===== src/hdl/mipsDefines.svh =====
// ==================================================
// MIPS core sizing macros
// widths and counts shared by the RTL and testbench
// ==================================================

`ifndef MIPS_DEFINES_SVH
`define MIPS_DEFINES_SVH

// datapath and instruction width
`define MIPS_DATA_W   32
// register file addressing
`define MIPS_REG_AW   5
`define MIPS_REG_NUM  32
// data memory word address, alu result bits 8:2
`define MIPS_DMEM_AW  7
// jal destination, $ra
`define MIPS_LINK_REG 31

`endif


===== src/hdl/mipsPkg.sv =====
// ==================================================
// MIPS core types
// instruction encodings and control select enums
// ==================================================

package mipsPkg;

    // primary opcode field, instr[31:26]
    typedef enum logic [5:0] {
        rType = 6'b000000,  // funct decides
        opJ   = 6'b000010,
        opJal = 6'b000011,
        opBeq = 6'b000100,
        opLw  = 6'b100011,
        opSw  = 6'b101011
    } opcodeT;

    // funct field for r-type, instr[5:0]
    typedef enum logic [5:0] {
        fnJr  = 6'b001000,
        fnAdd = 6'b100000,
        fnSub = 6'b100010,
        fnAnd = 6'b100100,
        fnOr  = 6'b100101,
        fnSlt = 6'b101010
    } functT;

    // alu operation, driven straight from the decoder
    typedef enum logic [2:0] {
        aluAdd = 3'd0,
        aluSub = 3'd1,
        aluAnd = 3'd2,
        aluOr  = 3'd3,
        aluSlt = 3'd4   // signed compare
    } aluOpT;

    // destination register select
    typedef enum logic [1:0] {
        dstRt   = 2'd0,
        dstRd   = 2'd1,
        dstLink = 2'd2  // $ra for jal
    } regDstT;

    // write-back source
    typedef enum logic [1:0] {
        wbAlu  = 2'd0,
        wbMem  = 2'd1,
        wbLink = 2'd2   // pc + 4
    } wbSelT;

    // next pc source
    typedef enum logic [1:0] {
        pcSeq    = 2'd0,
        pcBranch = 2'd1,  // beq, taken on zero
        pcJump   = 2'd2,
        pcReg    = 2'd3   // jr
    } pcSelT;

endpackage


===== src/hdl/ctrlIf.sv =====
// ==================================================
// decoded control bundle
// one driver (decoder), read by datapath and pc logic
// ==================================================

interface ctrlIf;

    mipsPkg::regDstT regDst;     // write register select
    mipsPkg::wbSelT  wbSel;      // write-back source
    logic            regWrite;   // register file write
    logic            memWrite;   // data memory write, sw only
    logic            aluSrcImm;  // second operand is the immediate
    mipsPkg::aluOpT  aluOp;
    mipsPkg::pcSelT  pcSel;

    // decoder side, owns every signal
    modport decoder (
        output regDst, wbSel, regWrite, memWrite, aluSrcImm, aluOp, pcSel
    );

    // execute unit and top level muxes
    modport datapath (
        input aluOp, aluSrcImm, regDst, wbSel, regWrite, memWrite
    );

    // next pc selection
    modport pcCtl (
        input pcSel
    );

endinterface


===== src/hdl/mainDecoder.sv =====
// ==================================================
// main decoder
// opcode and funct to the full control bundle
// ==================================================

`include "mipsDefines.svh"

module mainDecoder (
    input  logic [`MIPS_DATA_W-1:0] instr,
    ctrlIf.decoder                  ctrl
);

    mipsPkg::opcodeT opcode;
    mipsPkg::functT  funct;

    assign opcode = mipsPkg::opcodeT'(instr[31:26]);
    assign funct  = mipsPkg::functT'(instr[5:0]);

    // ==================================================
    // decode
    // ==================================================
    always_comb begin
        // no-op bundle, also what unknown encodings get
        ctrl.regDst    = mipsPkg::dstRt;
        ctrl.wbSel     = mipsPkg::wbAlu;
        ctrl.regWrite  = 1'b0;
        ctrl.memWrite  = 1'b0;
        ctrl.aluSrcImm = 1'b0;
        ctrl.aluOp     = mipsPkg::aluAdd;
        ctrl.pcSel     = mipsPkg::pcSeq;

        case (opcode)
            mipsPkg::rType: begin
                case (funct)
                    mipsPkg::fnJr: ctrl.pcSel = mipsPkg::pcReg;  // no write
                    mipsPkg::fnAdd, mipsPkg::fnSub, mipsPkg::fnAnd,
                    mipsPkg::fnOr, mipsPkg::fnSlt: begin
                        ctrl.regWrite = 1'b1;
                        ctrl.regDst   = mipsPkg::dstRd;
                        case (funct)
                            mipsPkg::fnSub: ctrl.aluOp = mipsPkg::aluSub;
                            mipsPkg::fnAnd: ctrl.aluOp = mipsPkg::aluAnd;
                            mipsPkg::fnOr:  ctrl.aluOp = mipsPkg::aluOr;
                            mipsPkg::fnSlt: ctrl.aluOp = mipsPkg::aluSlt;
                            default:        ctrl.aluOp = mipsPkg::aluAdd;
                        endcase
                    end
                    default: ;  // unknown funct stays a no-op
                endcase
            end
            mipsPkg::opLw: begin
                ctrl.regWrite  = 1'b1;
                ctrl.aluSrcImm = 1'b1;          // base + offset
                ctrl.wbSel     = mipsPkg::wbMem;
            end
            mipsPkg::opSw: begin
                ctrl.memWrite  = 1'b1;
                ctrl.aluSrcImm = 1'b1;
            end
            mipsPkg::opBeq: begin
                ctrl.aluOp = mipsPkg::aluSub;   // zero flag = equal
                ctrl.pcSel = mipsPkg::pcBranch;
            end
            mipsPkg::opJ: ctrl.pcSel = mipsPkg::pcJump;
            mipsPkg::opJal: begin
                ctrl.pcSel    = mipsPkg::pcJump;
                ctrl.regWrite = 1'b1;
                ctrl.regDst   = mipsPkg::dstLink;  // $ra
                ctrl.wbSel    = mipsPkg::wbLink;   // return address
            end
            default: ;  // unknown opcode, pc + 4 only
        endcase
    end

endmodule


===== src/hdl/regFile.sv =====
// ==================================================
// register file
// 2 read ports, 1 write port, $zero hard-wired
// ==================================================

`include "mipsDefines.svh"

module regFile (
    input  logic                    Clk,
    input  logic                    reset,
    input  logic                    writeEn,
    input  logic [`MIPS_REG_AW-1:0] writeAddr,
    input  logic [`MIPS_DATA_W-1:0] writeData,
    input  logic [`MIPS_REG_AW-1:0] readAddrA,
    input  logic [`MIPS_REG_AW-1:0] readAddrB,
    output logic [`MIPS_DATA_W-1:0] readDataA,
    output logic [`MIPS_DATA_W-1:0] readDataB
);

    // entry 0 not stored
    logic [`MIPS_DATA_W-1:0] regs [1:`MIPS_REG_NUM-1];
    logic                    writeHit;

    // writes to $zero are dropped here
    assign writeHit = writeEn && (writeAddr != '0);

    // ==================================================
    // write port
    // ==================================================
    always_ff @(posedge Clk or negedge reset) begin
        if (!reset) begin
            for (int i = 1; i < `MIPS_REG_NUM; i++) begin
                regs[i] <= '0;
            end
        end else if (writeHit) begin
            regs[writeAddr] <= writeData;  // commits with the pc update
        end
    end

    // ==================================================
    // read ports
    // ==================================================
    // combinational, no bypass needed in a single-cycle core
    always_comb begin
        if (readAddrA == '0) begin
            readDataA = '0;
        end else begin
            readDataA = regs[readAddrA];
        end
    end

    always_comb begin
        if (readAddrB == '0) begin
            readDataB = '0;
        end else begin
            readDataB = regs[readAddrB];
        end
    end

endmodule


===== src/hdl/executeUnit.sv =====
// ==================================================
// execute unit
// operand select, sign extension, alu, zero flag
// ==================================================

`include "mipsDefines.svh"

module executeUnit (
    ctrlIf.datapath                 ctrl,
    input  logic [`MIPS_DATA_W-1:0] instr,
    input  logic [`MIPS_DATA_W-1:0] rsData,
    input  logic [`MIPS_DATA_W-1:0] rtData,
    output logic [`MIPS_DATA_W-1:0] aluResult,
    output logic                    zero
);

    logic [`MIPS_DATA_W-1:0] immExt;    // sign-extended imm16
    logic [`MIPS_DATA_W-1:0] operandB;
    logic [`MIPS_DATA_W-1:0] sum;
    logic [`MIPS_DATA_W-1:0] diff;
    logic                    lessThan;  // signed rs < b

    assign immExt   = {{(`MIPS_DATA_W-16){instr[15]}}, instr[15:0]};
    assign operandB = ctrl.aluSrcImm ? immExt : rtData;  // lw/sw use imm

    assign sum      = rsData + operandB;
    assign diff     = rsData - operandB;
    assign lessThan = $signed(rsData) < $signed(operandB);

    // ==================================================
    // alu
    // ==================================================
    always_comb begin
        case (ctrl.aluOp)
            mipsPkg::aluAdd: aluResult = sum;
            mipsPkg::aluSub: aluResult = diff;
            mipsPkg::aluAnd: aluResult = rsData & operandB;
            mipsPkg::aluOr:  aluResult = rsData | operandB;
            mipsPkg::aluSlt: begin
                // 1 or 0, zero-extended
                aluResult = {{(`MIPS_DATA_W-1){1'b0}}, lessThan};
            end
            default:         aluResult = sum;
        endcase
    end

    // equality only meaningful for beq, held low otherwise
    assign zero = (ctrl.aluOp == mipsPkg::aluSub) && (diff == '0);

endmodule


===== src/hdl/pcUnit.sv =====
// ==================================================
// program counter
// pc register and next-pc select
// ==================================================

`include "mipsDefines.svh"

module pcUnit (
    input  logic                    Clk,
    input  logic                    reset,
    ctrlIf.pcCtl                    ctrl,
    input  logic [`MIPS_DATA_W-1:0] instr,
    input  logic                    zero,
    input  logic [`MIPS_DATA_W-1:0] rsData,
    output logic [`MIPS_DATA_W-1:0] pc,
    output logic [`MIPS_DATA_W-1:0] pcPlus4,
    output logic [`MIPS_DATA_W-1:0] nextPc
);

    logic [`MIPS_DATA_W-1:0] branchTarget;
    logic [`MIPS_DATA_W-1:0] jumpTarget;

    assign pcPlus4 = pc + `MIPS_DATA_W'(4);  // also the jal link value

    // imm16 sign-extended, word offset
    assign branchTarget = pcPlus4 + {{(`MIPS_DATA_W-18){instr[15]}}, instr[15:0], 2'b00};
    // pseudo-direct, top nibble from pc + 4
    assign jumpTarget   = {pcPlus4[`MIPS_DATA_W-1 -: 4], instr[25:0], 2'b00};

    // ==================================================
    // next pc
    // ==================================================
    always_comb begin
        case (ctrl.pcSel)
            mipsPkg::pcBranch: nextPc = zero ? branchTarget : pcPlus4;  // beq taken?
            mipsPkg::pcJump:   nextPc = jumpTarget;
            mipsPkg::pcReg:    nextPc = rsData;   // jr
            default:           nextPc = pcPlus4;
        endcase
    end

    // one instruction per edge
    always_ff @(posedge Clk or negedge reset) begin
        if (!reset) begin
            pc <= '0;  // fetch starts at address 0
        end else begin
            pc <= nextPc;
        end
    end

endmodule


===== src/hdl/singleCycleMips.sv =====
// ==================================================
// single-cycle MIPS core, top level
// decoder, register file, execute, pc and wb muxes
// ==================================================

`include "mipsDefines.svh"

module singleCycleMips (
    input  logic                     Clk,
    input  logic                     reset,
    // instruction memory
    input  logic [`MIPS_DATA_W-1:0]  instr,
    output logic [`MIPS_DATA_W-1:0]  instrAddr,
    // observation of the write-back value
    output logic [`MIPS_DATA_W-1:0]  rfWriteData,
    // data memory
    input  logic [`MIPS_DATA_W-1:0]  memReadData,
    output logic [`MIPS_DMEM_AW-1:0] memAddr,
    output logic [`MIPS_DATA_W-1:0]  memWriteData,
    output logic                     memWriteN
);

    logic [`MIPS_DATA_W-1:0] rsData;
    logic [`MIPS_DATA_W-1:0] rtData;
    logic [`MIPS_DATA_W-1:0] aluResult;
    logic                    zero;
    logic [`MIPS_DATA_W-1:0] pc;
    logic [`MIPS_DATA_W-1:0] pcPlus4;
    logic [`MIPS_REG_AW-1:0] writeReg;
    logic [`MIPS_DATA_W-1:0] writeBack;

    ctrlIf ctrlBus ();  // decoded control, one driver

    // ==================================================
    // instances
    // ==================================================
    mainDecoder decoderInst (
        .instr (instr),
        .ctrl  (ctrlBus.decoder)
    );

    regFile regFileInst (
        .Clk       (Clk),
        .reset     (reset),
        .writeEn   (ctrlBus.regWrite),
        .writeAddr (writeReg),
        .writeData (writeBack),
        .readAddrA (instr[25:21]),  // rs
        .readAddrB (instr[20:16]),  // rt
        .readDataA (rsData),
        .readDataB (rtData)
    );

    executeUnit executeInst (
        .ctrl      (ctrlBus.datapath),
        .instr     (instr),
        .rsData    (rsData),
        .rtData    (rtData),
        .aluResult (aluResult),
        .zero      (zero)
    );

    pcUnit pcInst (
        .Clk     (Clk),
        .reset   (reset),
        .ctrl    (ctrlBus.pcCtl),
        .instr   (instr),
        .zero    (zero),
        .rsData  (rsData),
        .pc      (pc),
        .pcPlus4 (pcPlus4),
        .nextPc  ()
    );

    // ==================================================
    // write-back muxes
    // ==================================================
    always_comb begin
        case (ctrlBus.regDst)
            mipsPkg::dstRd:   writeReg = instr[15:11];
            mipsPkg::dstLink: writeReg = `MIPS_REG_AW'(`MIPS_LINK_REG);  // $ra
            default:          writeReg = instr[20:16];                   // rt
        endcase
    end

    always_comb begin
        case (ctrlBus.wbSel)
            mipsPkg::wbMem:  writeBack = memReadData;  // lw
            mipsPkg::wbLink: writeBack = pcPlus4;      // jal return address
            default:         writeBack = aluResult;
        endcase
    end

    // ports
    assign instrAddr    = pc;
    assign rfWriteData  = writeBack;
    assign memAddr      = aluResult[`MIPS_DMEM_AW+1:2];  // word address
    assign memWriteData = rtData;
    assign memWriteN    = ~ctrlBus.memWrite;               // active-low strobe

endmodule


===== config.mk =====
export PLATFORM = sky130hd
export DESIGN_NAME = singleCycleMips
export DESIGN_NICKNAME = d
export VERILOG_FILES = /design/src/hdl/mipsPkg.sv /design/src/hdl/ctrlIf.sv /design/src/hdl/mainDecoder.sv /design/src/hdl/regFile.sv /design/src/hdl/executeUnit.sv /design/src/hdl/pcUnit.sv /design/src/hdl/singleCycleMips.sv
export VERILOG_INCLUDE_DIRS = /design/src /design/src/hdl
export SDC_FILE = /design/constraint.sdc
export NUM_CORES = 2
export LEC_CHECK = 0
export BUFFER_PORTS_ARGS = -buffer_cell sky130_fd_sc_hd__clkbuf_2
export CAP_MARGIN = 5
export CORE_MARGIN = 2
export CORE_UTILIZATION = 50
export DETAILED_ROUTE_END_ITERATION = 10
export PLACE_DENSITY = 0.69
export SLEW_MARGIN = 20
export SYNTH_ARGS = -nofsm -noshare
export SYNTH_HDL_FRONTEND = slang
export SYNTH_HIERARCHICAL = 1
export SYNTH_SLANG_ARGS = --single-unit

===== constraint.sdc =====
create_clock -name Clk -period 5.6 [get_ports Clk]
set_input_delay 0.56 -clock Clk [delete_from_list [all_inputs] [get_ports Clk]]
set_output_delay 0.56 -clock Clk [all_outputs]
set_load 0.02 [all_outputs]

==> qor.yml <==
synth_seq_cells: 1024
crit_type: "in2out"
wire_per_inst_um: 30.5
area_delta_synth_final_pct: 26.8
syn_nets: 5831
clock.fmax_mhz: 163
synth_area_per_cell_um2: 11.4
clockBufferDepth: 3
fin_crit_ps: 6140
synth_warnings: 6
cts_tree: "done"
cts.sinks: 1024
viasPerCell: 6.66
first_iter_violations: 6630
synthSimpleGateAreaFrac_pct: 6.26
synthFlopType: "dfrtp_1"
synthCells: 5605
skew_ps: 59.3
hold_viol: 0
violations: "setup timing"
synth_enable_flop_cells: 0
worst_slack_ps: -543
core_area_um2: 127000
clk_pin_slew_ps: 60
status: "finished, violations left"
cts_root_buf: "clkbuf_16"
finalNetCount: 6709
grt_pass1_vias: 54918
path_max_fanout: 18
synth_compound_area_share_pct: 10.8
die_w_um: 362
async_flop_share_pct: 100
layout-drive-gt1-share_pct: 46.2
drv_cap: 0
fill_cells: 9842
final_common_cell: "mux2_2"
yosysTopAreaCellShare_pct: 40.0
numCtsBuffers: 109
relSlewSlack_pct: 31.6
power_density_nw_per_um2: 281
track_usage_pct: 37.5
die_h_um: 362
drtPass1Iterations: 6
whs_ps: 298
ys_seq_area_share_pct: 40.0
critPathArrivalTime_ps: 5580
grt_max_degree: 161
rows: 131
grt_pass1_wl_um: 365000
pre_cts_slack_ps: -1200
gp_congestion: 1.04
critPathRequiredTime_ps: 5040
antenna_found_initial: 12
dp.final_hpwl_um: 178000
start_util_pct: 50.3
muxShareOfSynthArea_pct: 34.0
port_buffers: 169
yosysTopAreaCell: "dfrtp_1"
synth_top_family_by_area: "multiplexers"
routed_wl_um: 251000
vias: 54852
peakVddDrop_mv: 0.232
die-area_um2: 131000
final_cell_mix: "1044 x mux2_2, 1024 x dfrtp_1, 937 x buf_4, 607 x mux2i_1, 291 x o22ai_1"
postRouteAntennaNets: 0
htree_levels: 3
startpoint_type: "primary input"
synth.distinct_cells: 107
synth_area_um2: 64100
ios: 170
overflow: 0
synth_xor_area_share_pct: 1.31
post-route-period-util_pct: 110
remaining_drc_errors: 0
whs_path_depth: 3
power_leakage_uw: 0.0390
synth.top_cells.by_area: "dfrtp_1 40%, mux2_2 18%, mux2i_1 9.7%, mux4_2 4.5%, ha_1 3.1%"
finalSetupTns_ps: -11560
clk_latency_ps: 760
rsz0062_at_grt: "true"
slew_violations: 0
end_kind: "output pin"
synthAdderAreaFrac_pct: 3.25
ff2ff_path_depth: 31
placedCellCount: 7936
hold_path.class: "in2reg"
setup_viol: 56
finalNonFillerCells: 8236
worst_pin_slew_ps: 1030
registers in the layout, summed over array words and instances, names as in the netlist:
| signal | count |
|---|---|
| pcInst/pc | 32 |
| regFileInst/regs | 992 |
power by group:
part	total [uW]	switching [uW]	internal, uW
Combinational	7060	4160	2900
Sequential	8070	327	7750
Clock	7730	3220	4520
cell families after synthesis:
logic type | Yosys count
xor gates and xnor gates | 96
adders and majority gates | 166
muxes | 1873
DFF | 1024
and+or+nand+nor | 783
buffers and inverters | 633
AOI/OAI and AO/OA | 1030
stage by stage:
step | instance area, um^2 | utilization [%] | total power, uW
2_1_floorplan | 64500 | - | 11500
3_3_place_gp | 74600 | 58.6 | 14400
3_5_place_dp | 74600 | 58.6 | 14400
4_1_cts | 80000 | 62.8 | 22500
5_1_grt | 81300 | 63.8 | 23600
6_report | 81300 | 63.8 | 22900
path summary, 6_finish.rpt:
kind | startpoint | end | slack [ps]
setup / recovery | instr[17] | rfWriteData[25] | -540
hold / removal | instr[13] | pcInst/pc[15]$_DFF_PN0_ | 300
setup reg to reg | regFileInst/regs[608]$_DFFE_PN0P_ | pcInst/pc[30]$_DFF_PN0_ | -320
hold reg to reg | regFileInst/regs[167]$_DFFE_PN0P_ | regFileInst/regs[167]$_DFFE_PN0P_ | 510
max in group asynchronous | reset | regFileInst/regs[938]$_DFFE_PN0P_ | 3670
min in group asynchronous | reset | regFileInst/regs[189]$_DFFE_PN0P_ | 390
critical path, stage by stage:
cell and delay (ps):
buf_16 180, buf_16 170, buf_4 160, buf_4 140
mux2_2 330, a221o_1 340, a21oi_4 210, nor4_4 80
buf_12 160, mux2i_4 190, buf_6 130, inv_1 70
ha_2 200, a2111oi_4 340, o21ai_4 130, a31oi_1 190
buf_4 140, nand3_2 110, a41o_1 260, buf_4 140
buf_4 140, buf_4 130, xnor2_1 110, maj3_1 350
o21a_1 150, nand2_1 100, o21ai_2 90, clkbuf_2 200
layer usage:
| layer | vias to the layer above | GRT usage (%) | part of all wire [%] |
|---|---|---|---|
| met1 | 27961 | 48.4 | 39 |
| li1 | 22829 | - | - |
| met3 | 831 | 9.82 | 10 |
| met2 | 3214 | 56.4 | 44 |
| met5 | - | 0 | 0.074 |
| met4 | 17 | 22.7 | 6.6 |
cells in the mapped netlist, types with 20 or more instances:
master and instances:
a211oi_1 85, a21o_1 21, a21oi_1 195, a221o_1 34
a221oi_1 37, a22oi_1 105, and3_1 24, buf_1 32
buf_2 200, buf_6 20, clkbuf_1 234, dfrtp_1 1024
ha_1 157, inv_1 117, mux2_1 79, mux2_2 1046
mux2i_1 619, mux4_2 129, nand2_1 156, nand2b_1 29
nand3_1 47, nor2_1 145, nor2b_1 60, nor3_1 157
nor4_1 39, o21ai_0 76, o21ai_1 39, o22ai_1 301
or3_1 41, xnor2_1 69, xor2_1 27
what timing repair did:
action,in CTS,in global routing
gates resized for setup,242,199
pin swaps,69,82
buffers inserted,59,42
cloned,1,2
hold buffers,1,0
hold endpoints to repair,69,0
endpoints found under the setup margin,474,246
final cells by class:
cell class                      count  area [um^2]  share of cell area, %
Antenna cell                        3         7.51                0.00923
Clock buffer                      147         3050                   3.75
Clock inverter                     52          741                  0.911
Inverter                          124          465                  0.572
Multi-Input combinational cell   3948        38000                   46.8
Sequential cell                  1024        25600                   31.5
Tap cell                         1662         2080                   2.56
Timing Repair Buffer             1276        11300                   13.9
Power figures use the tool's default switching activity.
